[src/masku_params.svh]
// Width and sizing macros for the reduced mask unit
// Lane count and lane width together set the 32-bit beat
// VLEN above 64 needs wider counters in the package

`ifndef MASKU_PARAMS_SVH
`define MASKU_PARAMS_SVH

// Number of lanes feeding the unit
`define MASKU_NR_LANES 2

// Bits per lane word
`define MASKU_LANE_W 16

// Largest vl in bits, two full beats
`define MASKU_VLEN 64

// Entries per output queue
`define MASKU_QUEUE_DEPTH 2

// Credits each consumer grants after reset
`define MASKU_CREDITS 2

// Instruction id width
`define MASKU_ID_W 2

`endif

[src/masku_pkg.sv]
// Shared types of the mask unit
// Only EW8 and EW16 exist, layout across lanes is sequential

`include "masku_params.svh"

package masku_pkg;

  // Full beat across all lanes
  localparam int unsigned WordW = `MASKU_NR_LANES * `MASKU_LANE_W;
  // One strobe bit per byte of a beat
  localparam int unsigned StrbW = WordW / 8;
  // vl runs from 0 to VLEN inclusive
  localparam int unsigned VlW   = $clog2(`MASKU_VLEN) + 1;
  // EW16 distribution has the most beats, VLEN/2
  localparam int unsigned BeatW = $clog2(`MASKU_VLEN / 2);

  typedef logic [WordW-1:0]       word_t;
  typedef logic [VlW-1:0]         vl_t;
  typedef logic [`MASKU_ID_W-1:0] vid_t;
  // 32 register-file words
  typedef logic [4:0]             vaddr_t;
  typedef logic [StrbW-1:0]       strobe_t;

  // Beat index inside an instruction, and a beat count with one more bit
  typedef logic [BeatW-1:0] beat_t;
  typedef logic [BeatW:0]   bcnt_t;

  typedef enum logic {
    EW8  = 1'b0,
    EW16 = 1'b1
  } sew_e;

  typedef enum logic {
    MASK_MERGE = 1'b0,
    MASK_DIST  = 1'b1
  } mask_op_e;

  typedef struct packed {
    mask_op_e op;
    logic     vm;    // High means unmasked
    sew_e     sew;
    vl_t      vl;
    vaddr_t   vd;
    vid_t     id;
  } mask_req_t;

  typedef struct packed {
    vid_t   id;
    vaddr_t addr;
    word_t  word;
  } result_t;

endpackage

[src/masku_ctrl.sv]
// Controller for one instruction at a time
// Operand readys depend on the operand valids in the same cycle
// Only one output queue is active per instruction

`timescale 1ns/1ps

module masku_ctrl (
  input  logic                  clk_i,
  input  logic                  rst_ni,
  input  masku_pkg::mask_req_t  req_i,
  input  logic                  req_valid_i,
  output logic                  req_ready_o,
  input  logic                  opa_valid_i,
  output logic                  opa_ready_o,
  input  logic                  opb_valid_i,
  output logic                  opb_ready_o,
  input  logic                  opm_valid_i,
  output logic                  opm_ready_o,
  input  logic                  res_full_i,
  input  logic                  strb_full_i,
  input  logic                  res_sent_i,
  input  logic                  strb_sent_i,
  output masku_pkg::mask_req_t  insn_o,
  output masku_pkg::beat_t      beat_o,
  output logic                  res_push_o,
  output logic                  strb_push_o,
  output logic                  m_capture_o,
  output logic                  done_valid_o,
  output masku_pkg::vid_t       done_id_o
);

  masku_pkg::mask_req_t insn_q;
  masku_pkg::beat_t     beat_q;
  masku_pkg::bcnt_t     issue_cnt_q;   // Beats not yet pushed
  masku_pkg::bcnt_t     commit_cnt_q;  // Beats not yet sent
  logic                 busy_q;
  logic                 m_captured_q;
  logic                 is_merge;
  logic                 issuing;
  logic                 merge_ops_ok;

  // Beats per instruction, all element counts per beat are powers of two
  function automatic masku_pkg::bcnt_t beats_of(masku_pkg::mask_req_t r);
    int unsigned sh;
    if (r.op == masku_pkg::MASK_MERGE) begin
      sh = $clog2(masku_pkg::WordW);
    end else if (r.sew == masku_pkg::EW8) begin
      sh = $clog2(masku_pkg::StrbW);
    end else begin
      sh = $clog2(masku_pkg::StrbW / 2);
    end
    return masku_pkg::bcnt_t'((32'(r.vl) + (32'd1 << sh) - 1) >> sh);
  endfunction

  //////////////////////////////////////////////////
  // Issue side
  //////////////////////////////////////////////////

  assign is_merge = (insn_q.op == masku_pkg::MASK_MERGE);
  assign issuing  = busy_q && (issue_cnt_q != '0);

  // a and b always, m only for a masked merge
  assign merge_ops_ok = opa_valid_i && opb_valid_i && (insn_q.vm || opm_valid_i);

  assign res_push_o  = issuing && is_merge && merge_ops_ok && !res_full_i;
  // Distribution waits for the single mask word
  assign m_capture_o = issuing && !is_merge && !m_captured_q && opm_valid_i;
  assign strb_push_o = issuing && !is_merge && m_captured_q && !strb_full_i;

  assign opa_ready_o = res_push_o;
  assign opb_ready_o = res_push_o;
  assign opm_ready_o = is_merge ? (res_push_o && !insn_q.vm) : m_capture_o;

  assign insn_o = insn_q;
  assign beat_o = beat_q;

  //////////////////////////////////////////////////
  // Commit side
  //////////////////////////////////////////////////

  // Every beat has left, the pulse cycle also frees the unit
  assign done_valid_o = busy_q && (commit_cnt_q == '0);
  assign done_id_o    = insn_q.id;
  assign req_ready_o  = !busy_q;

  always_ff @(posedge clk_i or negedge rst_ni) begin
    if (!rst_ni) begin
      insn_q       <= '0;
      beat_q       <= '0;
      issue_cnt_q  <= '0;
      commit_cnt_q <= '0;
      busy_q       <= 1'b0;
      m_captured_q <= 1'b0;
    end else if (req_valid_i && req_ready_o) begin
      insn_q       <= req_i;
      beat_q       <= '0;
      issue_cnt_q  <= beats_of(req_i);
      commit_cnt_q <= beats_of(req_i);
      busy_q       <= 1'b1;
      m_captured_q <= 1'b0;
    end else if (done_valid_o) begin
      busy_q <= 1'b0;
    end else begin
      if (res_push_o || strb_push_o) begin
        issue_cnt_q <= issue_cnt_q - 1'b1;
        beat_q      <= beat_q + 1'b1;
      end
      // Only the active queue can send
      if (res_sent_i || strb_sent_i) begin
        commit_cnt_q <= commit_cnt_q - 1'b1;
      end
      if (m_capture_o) begin
        m_captured_q <= 1'b1;
      end
    end
  end

  // Pushed but unsent beats sit in the active queue, so a send needs one
  a_sent_after_push: assert property (@(posedge clk_i) disable iff (!rst_ni)
    (res_sent_i || strb_sent_i) |-> (commit_cnt_q > issue_cnt_q));

  // Completion is reported once per instruction
  a_done_one_cycle: assert property (@(posedge clk_i) disable iff (!rst_ni)
    done_valid_o |=> !done_valid_o);

endmodule

[src/mask_merge_alu.sv]
// Bitwise a/b merge for one 32-bit beat
// Each beat of a masked merge carries its own mask word

`timescale 1ns/1ps

module mask_merge_alu (
  input  masku_pkg::mask_req_t insn_i,
  input  masku_pkg::beat_t     beat_i,
  input  masku_pkg::word_t     opa_i,
  input  masku_pkg::word_t     opb_i,
  input  masku_pkg::word_t     opm_i,
  output masku_pkg::result_t   result_o
);

  localparam int unsigned WordW = $bits(masku_pkg::word_t);

  masku_pkg::word_t bit_en;

  always_comb begin : p_bit_enable
    int unsigned base;
    // First element of this beat
    base = 32'(beat_i) * WordW;
    for (int unsigned i = 0; i < WordW; i++) begin
      bit_en[i] = (base + i) < 32'(insn_i.vl);
    end
    // Masked instruction also needs the mask bit
    if (!insn_i.vm) begin
      bit_en = bit_en & opm_i;
    end
  end

  // Enabled bits from a, the rest keep the old destination value
  assign result_o.word = (opa_i & bit_en) | (opb_i & ~bit_en);

  // Two words per vector register
  assign result_o.addr = masku_pkg::vaddr_t'(2 * 32'(insn_i.vd) + 32'(beat_i));
  assign result_o.id   = insn_i.id;

endmodule

[src/mask_strobe_expander.sv]
// Mask word to per-lane byte strobes, EW8 and EW16 only
// One mask word covers 32 elements, later elements read as unset
// when the instruction is masked

`timescale 1ns/1ps

module mask_strobe_expander (
  input  logic                 clk_i,
  input  logic                 rst_ni,
  input  masku_pkg::mask_req_t insn_i,
  input  masku_pkg::beat_t     beat_i,
  input  masku_pkg::word_t     opm_i,
  input  logic                 capture_i,
  output masku_pkg::strobe_t   strb_o
);

  localparam int unsigned StrbW = $bits(masku_pkg::strobe_t);
  localparam int unsigned WordW = $bits(masku_pkg::word_t);

  masku_pkg::word_t m_q;

  // Mask word held for the whole distribution
  always_ff @(posedge clk_i or negedge rst_ni) begin
    if (!rst_ni) begin
      m_q <= '0;
    end else if (capture_i) begin
      m_q <= opm_i;
    end
  end

  //////////////////////////////////////////////////
  // Expansion
  //////////////////////////////////////////////////

  always_comb begin : p_expand
    int unsigned sh;
    int unsigned per_beat;
    int unsigned idx;
    // log2 of bytes per element
    sh       = (insn_i.sew == masku_pkg::EW16) ? 1 : 0;
    per_beat = StrbW >> sh;
    strb_o   = '0;
    // Sequential layout, byte b of the beat belongs to element b >> sh
    // so the lane of element k is k over elements per lane
    for (int unsigned b = 0; b < StrbW; b++) begin
      idx = 32'(beat_i) * per_beat + (b >> sh);
      strb_o[b] = (idx < 32'(insn_i.vl)) &&
                  (insn_i.vm || ((idx < WordW) && m_q[idx % WordW]));
    end
  end

endmodule

[src/credit_queue.sv]
// FIFO whose head is released only while the sender holds credits
// Consumer returns at most the credits it was granted
// Writer must not push while full_o is high

`timescale 1ns/1ps

module credit_queue #(
  parameter type         payload_t = logic,
  parameter int unsigned DEPTH     = 2,
  parameter int unsigned CREDITS   = 2
) (
  input  logic     clk_i,
  input  logic     rst_ni,
  input  logic     push_i,
  input  payload_t data_i,
  output logic     full_o,
  output logic     valid_o,
  output payload_t data_o,
  output logic     sent_o,
  input  logic     credit_i
);

  localparam int unsigned PtrW = (DEPTH > 1) ? $clog2(DEPTH) : 1;
  localparam int unsigned CntW = $clog2(DEPTH + 1);
  // One spare value so an extra credit shows up
  localparam int unsigned CrdW = $clog2(CREDITS + 2);

  payload_t        mem_q [DEPTH];
  logic [PtrW-1:0] wr_ptr_q;
  logic [PtrW-1:0] rd_ptr_q;
  logic [CntW-1:0] count_q;
  logic [CrdW-1:0] credit_q;
  logic            send;

  assign full_o  = (count_q == CntW'(DEPTH));
  // One beat per cycle while data and credit are both there
  assign send    = (count_q != '0) && (credit_q != '0);
  assign valid_o = send;
  assign sent_o  = send;
  assign data_o  = mem_q[rd_ptr_q];

  always_ff @(posedge clk_i) begin
    if (push_i) begin
      mem_q[wr_ptr_q] <= data_i;
    end
  end

  //////////////////////////////////////////////////
  // Pointers and counters
  //////////////////////////////////////////////////

  always_ff @(posedge clk_i or negedge rst_ni) begin
    if (!rst_ni) begin
      wr_ptr_q <= '0;
      rd_ptr_q <= '0;
      count_q  <= '0;
      credit_q <= CrdW'(CREDITS);
    end else begin
      if (push_i) begin
        wr_ptr_q <= (wr_ptr_q == PtrW'(DEPTH - 1)) ? '0 : wr_ptr_q + 1'b1;
      end
      if (send) begin
        rd_ptr_q <= (rd_ptr_q == PtrW'(DEPTH - 1)) ? '0 : rd_ptr_q + 1'b1;
      end
      case ({push_i, send})
        2'b10:   count_q <= count_q + 1'b1;
        2'b01:   count_q <= count_q - 1'b1;
        default: ;
      endcase
      case ({send, credit_i})
        2'b10:   credit_q <= credit_q - 1'b1;
        2'b01:   credit_q <= credit_q + 1'b1;
        default: ;
      endcase
    end
  end

  a_no_overflow: assert property (@(posedge clk_i) disable iff (!rst_ni)
    count_q <= CntW'(DEPTH));

  // Consumer returned more than it was granted
  a_credit_bound: assert property (@(posedge clk_i) disable iff (!rst_ni)
    credit_q <= CrdW'(CREDITS));

endmodule

[src/masku_top.sv]
// Reduced mask unit for a two-lane vector machine
// Sequencer uses valid/ready, both outputs use credits
// One instruction in flight, a new one waits for the done pulse

`timescale 1ns/1ps

`include "masku_params.svh"

module masku_top (
  input  logic                 clk_i,
  input  logic                 rst_ni,
  // Sequencer
  input  masku_pkg::mask_req_t req_i,
  input  logic                 req_valid_i,
  output logic                 req_ready_o,
  output logic                 done_valid_o,
  output masku_pkg::vid_t      done_id_o,
  // Lane operands
  input  masku_pkg::word_t     opa_i,
  input  logic                 opa_valid_i,
  output logic                 opa_ready_o,
  input  masku_pkg::word_t     opb_i,
  input  logic                 opb_valid_i,
  output logic                 opb_ready_o,
  input  masku_pkg::word_t     opm_i,
  input  logic                 opm_valid_i,
  output logic                 opm_ready_o,
  // Results to the register file
  output logic                 res_valid_o,
  output masku_pkg::vid_t      res_id_o,
  output masku_pkg::vaddr_t    res_addr_o,
  output masku_pkg::word_t     res_wdata_o,
  input  logic                 res_credit_i,
  // Strobes to the functional units
  output logic                 strb_valid_o,
  output masku_pkg::strobe_t   strb_o,
  input  logic                 strb_credit_i
);

  masku_pkg::mask_req_t insn;
  masku_pkg::beat_t     beat;
  masku_pkg::result_t   alu_res;
  masku_pkg::result_t   res_head;
  masku_pkg::strobe_t   strb_beat;
  logic                 res_push;
  logic                 res_full;
  logic                 res_sent;
  logic                 strb_push;
  logic                 strb_full;
  logic                 strb_sent;
  logic                 m_capture;

  masku_ctrl u_ctrl (
    .clk_i        (clk_i),
    .rst_ni       (rst_ni),
    .req_i        (req_i),
    .req_valid_i  (req_valid_i),
    .req_ready_o  (req_ready_o),
    .opa_valid_i  (opa_valid_i),
    .opa_ready_o  (opa_ready_o),
    .opb_valid_i  (opb_valid_i),
    .opb_ready_o  (opb_ready_o),
    .opm_valid_i  (opm_valid_i),
    .opm_ready_o  (opm_ready_o),
    .res_full_i   (res_full),
    .strb_full_i  (strb_full),
    .res_sent_i   (res_sent),
    .strb_sent_i  (strb_sent),
    .insn_o       (insn),
    .beat_o       (beat),
    .res_push_o   (res_push),
    .strb_push_o  (strb_push),
    .m_capture_o  (m_capture),
    .done_valid_o (done_valid_o),
    .done_id_o    (done_id_o)
  );

  mask_merge_alu u_alu (
    .insn_i   (insn),
    .beat_i   (beat),
    .opa_i    (opa_i),
    .opb_i    (opb_i),
    .opm_i    (opm_i),
    .result_o (alu_res)
  );

  mask_strobe_expander u_expander (
    .clk_i     (clk_i),
    .rst_ni    (rst_ni),
    .insn_i    (insn),
    .beat_i    (beat),
    .opm_i     (opm_i),
    .capture_i (m_capture),
    .strb_o    (strb_beat)
  );

  //////////////////////////////////////////////////
  // Output queues
  //////////////////////////////////////////////////

  credit_queue #(
    .payload_t (masku_pkg::result_t),
    .DEPTH     (`MASKU_QUEUE_DEPTH),
    .CREDITS   (`MASKU_CREDITS)
  ) u_res_queue (
    .clk_i    (clk_i),
    .rst_ni   (rst_ni),
    .push_i   (res_push),
    .data_i   (alu_res),
    .full_o   (res_full),
    .valid_o  (res_valid_o),
    .data_o   (res_head),
    .sent_o   (res_sent),
    .credit_i (res_credit_i)
  );

  assign res_id_o    = res_head.id;
  assign res_addr_o  = res_head.addr;
  assign res_wdata_o = res_head.word;

  credit_queue #(
    .payload_t (masku_pkg::strobe_t),
    .DEPTH     (`MASKU_QUEUE_DEPTH),
    .CREDITS   (`MASKU_CREDITS)
  ) u_strb_queue (
    .clk_i    (clk_i),
    .rst_ni   (rst_ni),
    .push_i   (strb_push),
    .data_i   (strb_beat),
    .full_o   (strb_full),
    .valid_o  (strb_valid_o),
    .data_o   (strb_o),
    .sent_o   (strb_sent),
    .credit_i (strb_credit_i)
  );

endmodule

[config.mk]
export PLATFORM = sky130hd
export DESIGN_NAME = masku_top
export DESIGN_NICKNAME = d
export VERILOG_FILES = /design/src/masku_pkg.sv /design/src/masku_ctrl.sv /design/src/mask_merge_alu.sv /design/src/mask_strobe_expander.sv /design/src/credit_queue.sv /design/src/masku_top.sv
export VERILOG_INCLUDE_DIRS = /design/src
export SDC_FILE = /design/constraint.sdc
export NUM_CORES = 1
export LEC_CHECK = 0
export BUFFER_PORTS_ARGS = -buffer_cell sky130_fd_sc_hd__buf_2
export CORE_ASPECT_RATIO = 1.5
export CORE_MARGIN = 3
export CORE_UTILIZATION = 30
export CTS_BUF_LIST = sky130_fd_sc_hd__clkbuf_8
export CTS_CLUSTER_SIZE = 12
export DETAILED_ROUTE_END_ITERATION = 10
export HOLD_SLACK_MARGIN = 0.08
export PLACE_DENSITY_LB_ADDON = 0.3
export SETUP_SLACK_MARGIN = 0.5
export SYNTH_ARGS = -nofsm -noshare
export SYNTH_HDL_FRONTEND = slang
export SYNTH_HIERARCHICAL = 1
export SYNTH_SLANG_ARGS = --single-unit
export TNS_END_PERCENT = 100
[constraint.sdc]
create_clock -name clk_i -period 7.7 [get_ports clk_i]
set_input_delay 0.77 -clock clk_i [delete_from_list [all_inputs] [get_ports clk_i]]
set_output_delay 0.77 -clock clk_i [all_outputs]
set_load 0.01 [all_outputs]
==> flow_summary.yaml, run 1 <==
status:
  outcome: "finished clean"
global_route:
  grt_pass1_wl_um: 41780
  grt_pass1_vias: 7433
  grtUsageTotal: 0.1517
  grt.overflow.total: 0
  grt_start_max_net_pins: 80
  grt_antenna_before_repair: 3
setup_path:
  critical_path.slowest_cell: "sky130_fd_sc_hd__dfrtp_1"
  timing.rr.end: "u_strb_queue/mem_q[0][0]"
  crit_path_max_fanout: 19
  timing.critical_path.to_type: "register"
  critPathLaunchType: "register"
  crit_path_cell_trace: "inv_1, nor2_1, ha_1, ha_1, ha_1, ha_1, a21oi_1, nor2b_1, a2111oi_0, o21ai_1, o22ai_1"
  cell_seen_most_often_among_critical_path_stages: "sky130_fd_sc_hd__ha_1"
  reg2reg_slack_ns: 3.57
  criticalPathCategory: "reg -> reg"
  worstPathArrival_ns: 4.42
  worst_ep_required_time_ns: 8.00
  worst_r2r_startpoint: "u_ctrl/beat_o[1]"
  r2r.worst_path.cells: 11
  critical-path-max-stage-delay_ns: 0.82
power_and_ir_drop:
  irDropWorstVdd_mv: 0.1349
  power_per_cell_area_nw_per_um2: 398.8
  power.leakage_nw: 4.811
placement:
  buffer_ports.inserted: 171
  dp.final_hpwl_um: 20970
  place.gp.congestion: 0.8521
routing:
  dr_vias: 7443
  number_of_drc_violations_after_detailed_routing: 0
  via_per_inst: 5.158
  drt_pass1_iterations: 5
  drt_iter0_markers: 409
  antenna_violating_nets_post_route: 0
  finalWirelength_um: 27470
  routed_wire_length_per_instance_um: 19.04
die:
  floorplan.initialDensity: 0.3076
  die_h_um: 228.3
  core-area_um2: 32130
  die_x_um: 154.2
  ios: 173
  fp-row-count: 80
  die_area_um2: 35200
yosys:
  mapped_avg_cell_area_um2: 11.41
  yosys_warnings: 6
  synth.cell_area_um2: 9883
  number_of_standard_cells_after_synthesis: 866
sta:
  max-slew-margin-rel: 0.1916
  fin_setup_tns_ns: 0
  setup_violations: 0
  timing.hold.ws_ns: 0.4270
  maxSlewViolCount: 0
  tightestPinTransition_ns: 1.209
  fin_crit_ns: 4.127
  final_period_util: 0.5360
  max_clock_freq_mhz: 242.3
  final.setup_skew_ns: 0.01816
  rsz_0062_raised_after_global_routing: "no"
  final_hold_viol_count: 0
clocking:
  tritoncts.num_buffers: 17
  post-cts-setup-buffer-count: 0
  clock_latency_ns: 0.49
  ctsRootBufferMaster: "sky130_fd_sc_hd__clkbuf_8"
  clk_path_buf_depth: 2
  clock_tree_from_tritoncts: "yes"
  htreeDepth: 4
  hold_buffers: 0
  cts_num_sinks: 165
  worst_setup_hold_path_clk_slew_ns: 0.10
  cts_resized: 0
layout:
  layout-drive-gt1-share: 0.3175
  net_count_of_the_finished_layout: 1188
  area.growth.synth_to_final_pct: 15.60
hold_path:
  min-delay-path-class: "in -> async"
run:
  max-cap-violations: 0
-- layer usage --
layer	GRT usage	wire [µm]	vias up	share of wire
li1	-	-	3514	-
met1	0.1682	10470	3659	0.38
met2	0.2756	14660	221	0.53
met3	0.02841	1303	49	0.047
met4	0.07291	1033	0	0.038
met5	0	0	-	0
-- state kept, by name, summed over array words and instances (netlist names), 2 cells and up --
register	count
u_res_queue/mem_q	78
u_ctrl/beat_o	5
u_ctrl/done_id_o	2
u_ctrl/issue_cnt_q	6
u_expander/m_q	32
u_res_queue/credit_q	2
u_strb_queue/credit_q	2
u_res_queue/count_q	2
u_ctrl/insn_o	14
u_ctrl/commit_cnt_q	6
u_strb_queue/mem_q	8
u_strb_queue/count_q	2
-- cell type report --
cell class	count	area, µm²
inverters	61	229.0
clock buffers	17	234.0
clock inverters	15	167.7
flip-flops and latches	165	4563
fillers	3231	20710
well taps	410	513.0
diodes	3	7.507
multi-input cells	595	4807
repair buffers	177	903.4
-- worst max-delay path by stage --
| stage | start | end | slack, ns |
|---|---|---|---|
| 2_1_floorplan | u_ctrl/issue_cnt_q[0] | u_res_queue/mem_q[0][0] | 3.97 |
| 5_1_grt | u_ctrl/beat_o[1] | u_strb_queue/mem_q[0][0] | 3.16 |
| 4_1_cts | u_ctrl/beat_o[1] | u_strb_queue/mem_q[0][0] | 3.55 |
| 3_3_place_gp | u_ctrl/beat_o[1] | u_strb_queue/mem_q[0][0] | 3.64 |
| 3_5_place_dp | u_ctrl/beat_o[1] | u_strb_queue/mem_q[1][1] | 3.57 |
| 6_report | u_ctrl/beat_o[1] | u_strb_queue/mem_q[0][0] | 3.57 |
-- worst max-delay path: cells and delay by family, from the launching register on --
family | cells | cell delay, ns
flops | 1 | 0.82
compound gates | 4 | 1.28
fa+ha+maj | 4 | 1.32
buf+inv | 1 | 0.30
simple gates | 2 | 0.22
-- stage by stage --
step	power, mW	worst slack [ns]	cell area [µm²]	cells	util
6_report	4.556	3.573	11420	1443	0.3556
5_1_grt	4.889	3.164	11420	1443	0.3556
4_1_cts	4.600	3.550	11420	1440	0.3553
3_5_place_dp	3.935	3.571	11020	1408	0.3428
3_3_place_gp	3.893	3.645	11020	1408	0.3428
2_1_floorplan	3.311	3.967	9906	872	-
-- cells in the final DEF, fill, tap and decap left out, types with 5 or more instances in the layout --
cell type	instances
sky130_fd_sc_hd__mux4_2	7
sky130_fd_sc_hd__xnor2_1	11
sky130_fd_sc_hd__o221ai_1	14
sky130_fd_sc_hd__clkbuf_8	17
sky130_fd_sc_hd__nand3_1	15
sky130_fd_sc_hd__nand2_1	60
sky130_fd_sc_hd__o31ai_1	5
sky130_fd_sc_hd__a21o_1	7
sky130_fd_sc_hd__mux2_1	24
sky130_fd_sc_hd__a31oi_1	7
sky130_fd_sc_hd__o311ai_0	6
sky130_fd_sc_hd__ha_1	47
sky130_fd_sc_hd__inv_1	60
sky130_fd_sc_hd__dfrtp_1	76
sky130_fd_sc_hd__edfxtp_1	86
sky130_fd_sc_hd__nand2b_1	8
sky130_fd_sc_hd__nor2b_1	7
sky130_fd_sc_hd__buf_4	7
sky130_fd_sc_hd__nor3b_1	5
sky130_fd_sc_hd__a211oi_1	23
sky130_fd_sc_hd__buf_2	170
sky130_fd_sc_hd__a2111oi_0	5
sky130_fd_sc_hd__mux2i_1	14
sky130_fd_sc_hd__mux2_2	90
sky130_fd_sc_hd__nor3_1	11
sky130_fd_sc_hd__a21oi_1	28
sky130_fd_sc_hd__xor2_1	13
sky130_fd_sc_hd__o22ai_1	8
sky130_fd_sc_hd__nor2_1	52
sky130_fd_sc_hd__or3_1	5
sky130_fd_sc_hd__o21ai_0	31
sky130_fd_sc_hd__inv_6	6
sky130_fd_sc_hd__o211ai_1	9
sky130_fd_sc_hd__conb_1	9
-- report_power, final --
group	switching, mW	total [mW]	internal [mW]
clock network	0.350	0.646	0.296
registers	0.331	1.61	1.28
logic	1.26	2.30	1.04
total	1.94	4.56	2.62
Note: power is estimated with default switching activity, not from simulation.
==> run 2: changes to the inputs <==
==> constraint.sdc (replaced) <==
create_clock -name clk_i -period 3.6 [get_ports clk_i]
set_input_delay 0.36 -clock clk_i [delete_from_list [all_inputs] [get_ports clk_i]]
set_output_delay 0.36 -clock clk_i [all_outputs]
set_load 0.01 [all_outputs]
==> run 2 against run 1 <==
Final cell count increased by 2.6%. Wire length is 0.15% higher. Combinational power up 130%. Core utilization is 1.6 points higher. Largest power group unchanged. Highest routed layer unchanged. Sequential power increased by 110%. Clock-buffer cell count increased by 1. Cell area increased by 4.4%.
==> flow_summary.yaml, run 2 (synthesized netlist as in run 1, its figures left out) <==
layout:
  commonest_cells_after_routing_fill_and_taps_aside: "170 x sky130_fd_sc_hd__buf_2, 90 x sky130_fd_sc_hd__mux2_2, 86 x sky130_fd_sc_hd__edfxtp_1"
  net_count_of_the_finished_layout: 1225
  area_used_by_multi_input_combinational_logic_um2: 4890
  flip_flop_count_of_the_largest_register_all_copies_and_words_added: 78
  area.growth.synth_to_final_pct: 20.66
  layout_commonest_cell: "sky130_fd_sc_hd__buf_2"
  top_register: "u_res_queue/mem_q"
  final-seq-area_um2: 4564
  layout-drive-gt1-share: 0.3243
  stdcell_count: 1480
  number_of_fill_cells: 3200
routing:
  drt_pass1_iterations: 5
  drt_iter0_markers: 448
  dr_vias: 7458
  antenna_violating_nets_post_route: 0
  finalWirelength_um: 27510
  via_per_inst: 5.039
  routed_wire_length_per_instance_um: 18.59
  number_of_drc_violations_after_detailed_routing: 0
die:
  floorplan.initialDensity: 0.3076
  die_h_um: 228.3
  fp-row-count: 80
  die_x_um: 154.2
  ios: 173
  core-area_um2: 32130
  die_area_um2: 35200
clocking:
  htreeDepth: 4
  clock_tree_from_tritoncts: "yes"
  cts_num_sinks: 165
  clock_latency_ns: 0.49
  worst_setup_hold_path_clk_slew_ns: 0.09
  tritoncts.num_buffers: 17
  clk_path_buf_depth: 2
  ctsRootBufferMaster: "sky130_fd_sc_hd__clkbuf_8"
sta:
  max_clock_freq_mhz: 338.2
  maxSlewViolCount: 0
  rsz_0062_raised_after_global_routing: "no"
  fin_crit_ns: 2.957
  postLayoutSetupSlackWorst_ns: 0.6431
  setup_violations: 0
  final.setup_skew_ns: 0.02367
  max-slew-margin-rel: 0.3235
  fin_setup_tns_ns: 0
  final_hold_viol_count: 0
  final_period_util: 0.8214
  tightestPinTransition_ns: 1.015
global_route:
  grtUsageTotal: 0.1549
  grt_pass1_wl_um: 42650
  grt_pass1_vias: 7604
  grt_start_max_net_pins: 64
  grt.overflow.total: 0
  grt_antenna_before_repair: 3
placement:
  buffer_ports.inserted: 171
  post-place-cells: 1416
  dpl_worst_slack_ns: 0.3978
  place.gp.congestion: 0.8697
  dp.final_hpwl_um: 20990
setup_path:
  worstPathArrival_ns: 3.24
  crit_path_max_fanout: 17
  criticalPathCategory: "reg -> reg"
  critPathLaunchType: "register"
  worst_ep_required_time_ns: 3.88
  timing.critical_path.to_type: "register"
power_and_ir_drop:
  internal-power_mw: 5.944
  clkPwrFrac: 0.155
  swShare: 0.4133
  comb_power_share: 0.514
  power.sequential.fraction: 0.331
  power_per_cell_area_nw_per_um2: 849.6
  irDropWorstVdd_mv: 0.3005
  power.leakage_nw: 5.018
  p_sw_mw: 4.188
status:
  outcome: "finished clean"
hold_path:
  min-delay-path-class: "in -> reg"
run:
  max-cap-violations: 0
-- run 2: cell types whose count changed in the layout (fill, tap and decap cells not counted), sizes merged --
cell         change
inv              -3
clkinvlp         -1
buf              +9
dlygate4sd3     +28
clkbuf           +1
bufinv           +3
-- run 2: power groups by stage --
stage          clock, mW  combinational (mW)  sequential [mW]
6_report            1.57                5.21             3.35
5_1_grt             1.70                5.74             3.45
4_1_cts             1.63                5.19             3.36
3_5_place_dp           0                5.09             3.39
3_3_place_gp           0                5.02             3.37
2_1_floorplan          0                3.97             3.12
-- run 2: final timing paths --
path                                            start                  endpoint  slack [ns]  cells past startpoint
worst min register to register  u_strb_queue/wr_ptr_q     u_strb_queue/wr_ptr_q        0.49                      1
worst min-delay path                        opm_i[18]        u_expander/m_q[18]        0.13                      2
max in group asynchronous                      rst_ni        u_expander/m_q[19]        2.33                      3
worst max register to register      u_ctrl/insn_o[14]  u_strb_queue/mem_q[1][2]        0.64                      9
min in group asynchronous                      rst_ni     u_ctrl/issue_cnt_q[5]        0.49                      2
worst max-delay path                u_ctrl/insn_o[14]  u_strb_queue/mem_q[1][2]        0.64                      9
-- run 2: cell type report --
type / instances / area share
diodes: 3 / 0.0006295
clock buffers: 18 / 0.02077
clock inverters: 14 / 0.01868
inverters: 61 / 0.01920
multi-input cells: 595 / 0.4100
flip-flops and latches: 165 / 0.3828
well taps: 410 / 0.04302
repair buffers: 214 / 0.1049
-- run 2: what timing repair did --
action / CTS / global route
hold buffers: 28 / 0
buffers inserted: 0 / 1
endpoints found under the hold margin: 87 / 0
endpoints found under the setup margin: 24 / 45
gates resized for setup: 6 / 9
-- run 2: critical path, cell delays in order (launching register included) --
cell                        delay [ns]
sky130_fd_sc_hd__dfrtp_2          0.45
sky130_fd_sc_hd__mux2_2           0.36
sky130_fd_sc_hd__ha_1             0.34
sky130_fd_sc_hd__ha_1             0.36
sky130_fd_sc_hd__buf_4            0.22
sky130_fd_sc_hd__mux4_1           0.26
sky130_fd_sc_hd__nand2_1          0.07
sky130_fd_sc_hd__a31oi_2          0.22
sky130_fd_sc_hd__o21ai_2          0.09
sky130_fd_sc_hd__a2111oi_4        0.40
-- run 2: per-stage QoR --
step / power (mW) / cell area, µm² / hold WS, ns / utilization
global route: 10.89 / 11930 / 0.09587 / 0.3711
CTS: 10.18 / 11870 / 0.08197 / 0.3693
finish: 10.13 / 11930 / 0.1275 / 0.3711
global placement: 8.394 / 11080 / 0.4698 / 0.3449
floorplan: 7.095 / 9918 / 0.06441 / -
detailed placement: 8.487 / 11080 / 0.4778 / 0.3449
-- run 2: layer usage --
layer | up-vias | part of all wire | track usage
met4 | 0 | 0.031 | 0.06573
met5 | - | 0 | 0
met2 | 193 | 0.54 | 0.2846
met1 | 3656 | 0.39 | 0.1738
li1 | 3572 | - | -
met3 | 37 | 0.037 | 0.02766
==> run 3: changes to the inputs <==
==> constraint.sdc (replaced) <==
create_clock -name clk_i -period 2.6 [get_ports clk_i]
set_input_delay 0.26 -clock clk_i [delete_from_list [all_inputs] [get_ports clk_i]]
set_output_delay 0.26 -clock clk_i [all_outputs]
set_load 0.01 [all_outputs]
==> run 3 against run 2 <==
Largest cell class unchanged. Register-to-register slack got worse by 0.78 ns. Clock skew decreased by 0.0049 ns. Sequential power is 39% higher. The flow now finishes with violations (setup timing).
==> flow_summary.yaml, run 3 (synthesized netlist as in run 1, its figures left out) <==
setup_path:
  worstPathArrival_ns: 3.06
  cell_seen_most_often_among_critical_path_stages: "sky130_fd_sc_hd__ha_4"
  critical-path-max-stage-delay_ns: 0.48
  crit_path_cell_trace: "mux2_4, ha_4, ha_4, xor2_1, ha_1, a21oi_2, nor2b_2, a2111oi_4, o21ai_2, o22ai_2"
  criticalPathCategory: "reg -> reg"
  worst_ep_required_time_ns: 2.92
  timing.critical_path.to_type: "register"
  critPathBufInv: 0
  r2r.worst_path.cells: 10
  critical_path.slowest_cell: "sky130_fd_sc_hd__dfrtp_2"
  crit_path_max_fanout: 7
  path_delay_family: "compound AO/OA/AOI/OAI gates"
  critPathLaunchType: "register"
  critical_path_cell_count: 10
clocking:
  clock_tree_from_tritoncts: "yes"
  clock_latency_ns: 0.50
  clk_path_buf_depth: 2
  tritoncts.num_buffers: 17
  htreeDepth: 4
  cts_num_sinks: 165
  ctsRootBufferMaster: "sky130_fd_sc_hd__clkbuf_8"
  worst_setup_hold_path_clk_slew_ns: 0.10
routing:
  dr_vias: 8512
  drt_iter0_markers: 483
  finalWirelength_um: 33240
  number_of_drc_violations_after_detailed_routing: 0
  routed_wire_length_per_instance_um: 19.99
  antenna_violating_nets_post_route: 0
  drt_pass1_iterations: 5
  via_per_inst: 5.118
die:
  fp-row-count: 80
  die_h_um: 228.3
  ios: 173
  core-area_um2: 32130
  floorplan.initialDensity: 0.3076
  die_x_um: 154.2
  die_area_um2: 35200
layout:
  net_count_of_the_finished_layout: 1410
  number_of_fill_cells: 2873
  flip_flop_count_of_the_largest_register_all_copies_and_words_added: 78
  final-seq-area_um2: 4568
  postLayoutCellArea_um2: 14650
  top_register: "u_res_queue/mem_q"
  area_used_by_multi_input_combinational_logic_um2: 5844
  post-route-util: 0.4558
  area.growth.synth_to_final_pct: 48.20
  layout_commonest_cell: "sky130_fd_sc_hd__buf_2"
  layout-drive-gt1-share: 0.4417
  commonest_cells_after_routing_fill_and_taps_aside: "168 x sky130_fd_sc_hd__buf_2, 112 x sky130_fd_sc_hd__dlygate4sd3_1, 86 x sky130_fd_sc_hd__edfxtp_1"
sta:
  fin_setup_tns_ns: -0.6849
  maxSlewViolCount: 0
  tightestPinTransition_ns: 0.7409
  timing.hold.ws_ns: 0.1154
  max_clock_freq_mhz: 365.9
  setup_violations: 8
  rsz_0062_raised_after_global_routing: "yes"
  fin_crit_ns: 2.733
  postLayoutSetupSlackWorst_ns: -0.1331
  final.setup_skew_ns: 0.01873
  max-slew-margin-rel: 0.5061
  final_hold_viol_count: 0
  final_period_util: 1.051
global_route:
  grt_antenna_before_repair: 1
  grtUsageTotal: 0.1816
  grt.overflow.total: 0
  grt_pass1_vias: 8956
  grt_start_max_net_pins: 40
  grt_pass1_wl_um: 50090
power_and_ir_drop:
  power.leakage_nw: 6.187
  power_per_cell_area_nw_per_um2: 1167
  irDropWorstVdd_mv: 0.4905
placement:
  buffer_ports.inserted: 171
  dp.final_hpwl_um: 22290
  dpl_worst_slack_ns: -0.3155
  place.gp.congestion: 0.8781
  dpl-instance-area_um2: 11800
run:
  max-cap-violations: 0
status:
  outcome: "finished, violations left"
  failing_checks: "setup timing"
hold_path:
  min-delay-path-class: "in -> reg"
  holdPathStages: 3
run 3: cell count changes in the layout (fill, tap and decap cells not counted), sizes merged:
cell / change
clkinvlp: +2
nor2: +1
bufinv: -2
clkbuf: +2
and2: +7
buf: +90
inv: -2
diode: -2
clkinv: +3
dlygate4sd3: +84
run 3: timing repair:
| item | 4_1_cts | 5_1_grt |
|---|---|---|
| endpoints found under the hold margin | 188 | 0 |
| setup buffers | 26 | 14 |
| gates cloned | 10 | 3 |
| endpoints found under the setup margin | 214 | 202 |
| hold buffers | 112 | 0 |
| pin swaps | 18 | 21 |
| resized for setup | 118 | 74 |
run 3: per-layer routing:
| metal | GRT usage | routed length [µm] | up-vias |
|---|---|---|---|
| li1 | - | - | 3942 |
| met1 | 0.1946 | 12390 | 4261 |
| met2 | 0.3442 | 18150 | 242 |
| met3 | 0.02633 | 1265 | 67 |
| met4 | 0.08506 | 1430 | 0 |
| met5 | 0 | 0 | - |
run 3: final timing paths:
check	from	end	slack [ns]
min in group asynchronous	rst_ni	u_res_queue/credit_q[1]	0.27
min	opm_valid_i	u_ctrl/m_captured_q	0.12
max reg2reg	u_ctrl/insn_o[14]	u_strb_queue/mem_q[0][0]	-0.13
min reg2reg	u_strb_queue/count_q[1]	u_strb_queue/count_q[1]	0.51
max in group asynchronous	rst_ni	u_res_queue/rd_ptr_q	1.57
max	u_ctrl/insn_o[14]	u_strb_queue/mem_q[0][0]	-0.13
run 3: layout make-up:
class                   instances  area share
clock inverters                15     0.01128
diodes                          1   0.0001709
inverters                      61     0.01615
clock buffers                  17     0.01597
well taps                     410     0.03502
flip-flops and latches        165      0.3119
multi-input cells             603      0.3990
repair buffers                391      0.2105
run 3: worst register-to-register path, cell delays in order (launching register included):
cell and delay, ns:
sky130_fd_sc_hd__dfrtp_2 0.48, sky130_fd_sc_hd__mux2_4 0.33, sky130_fd_sc_hd__ha_4 0.17, sky130_fd_sc_hd__ha_4 0.29
sky130_fd_sc_hd__xor2_1 0.17, sky130_fd_sc_hd__ha_1 0.28, sky130_fd_sc_hd__a21oi_2 0.16, sky130_fd_sc_hd__nor2b_2 0.07
sky130_fd_sc_hd__a2111oi_4 0.32, sky130_fd_sc_hd__o21ai_2 0.12, sky130_fd_sc_hd__o22ai_2 0.17
run 3: power breakdown:
group	leakage (nW)	internal, mW	switching, mW
registers	1.73	3.80	0.841
clock network	0.202	0.936	0.980
logic	4.25	5.34	5.20
total	6.19	10.1	7.02
run 3: through the flow:
| step | instances | total power [mW] |
|---|---|---|
| 2_1_floorplan | 872 | 10.30 |
| 3_3_place_gp | 1465 | 12.65 |
| 3_5_place_dp | 1465 | 12.78 |
| 4_1_cts | 1645 | 16.25 |
| 5_1_grt | 1663 | 18.13 |
| 6_report | 1663 | 17.09 |
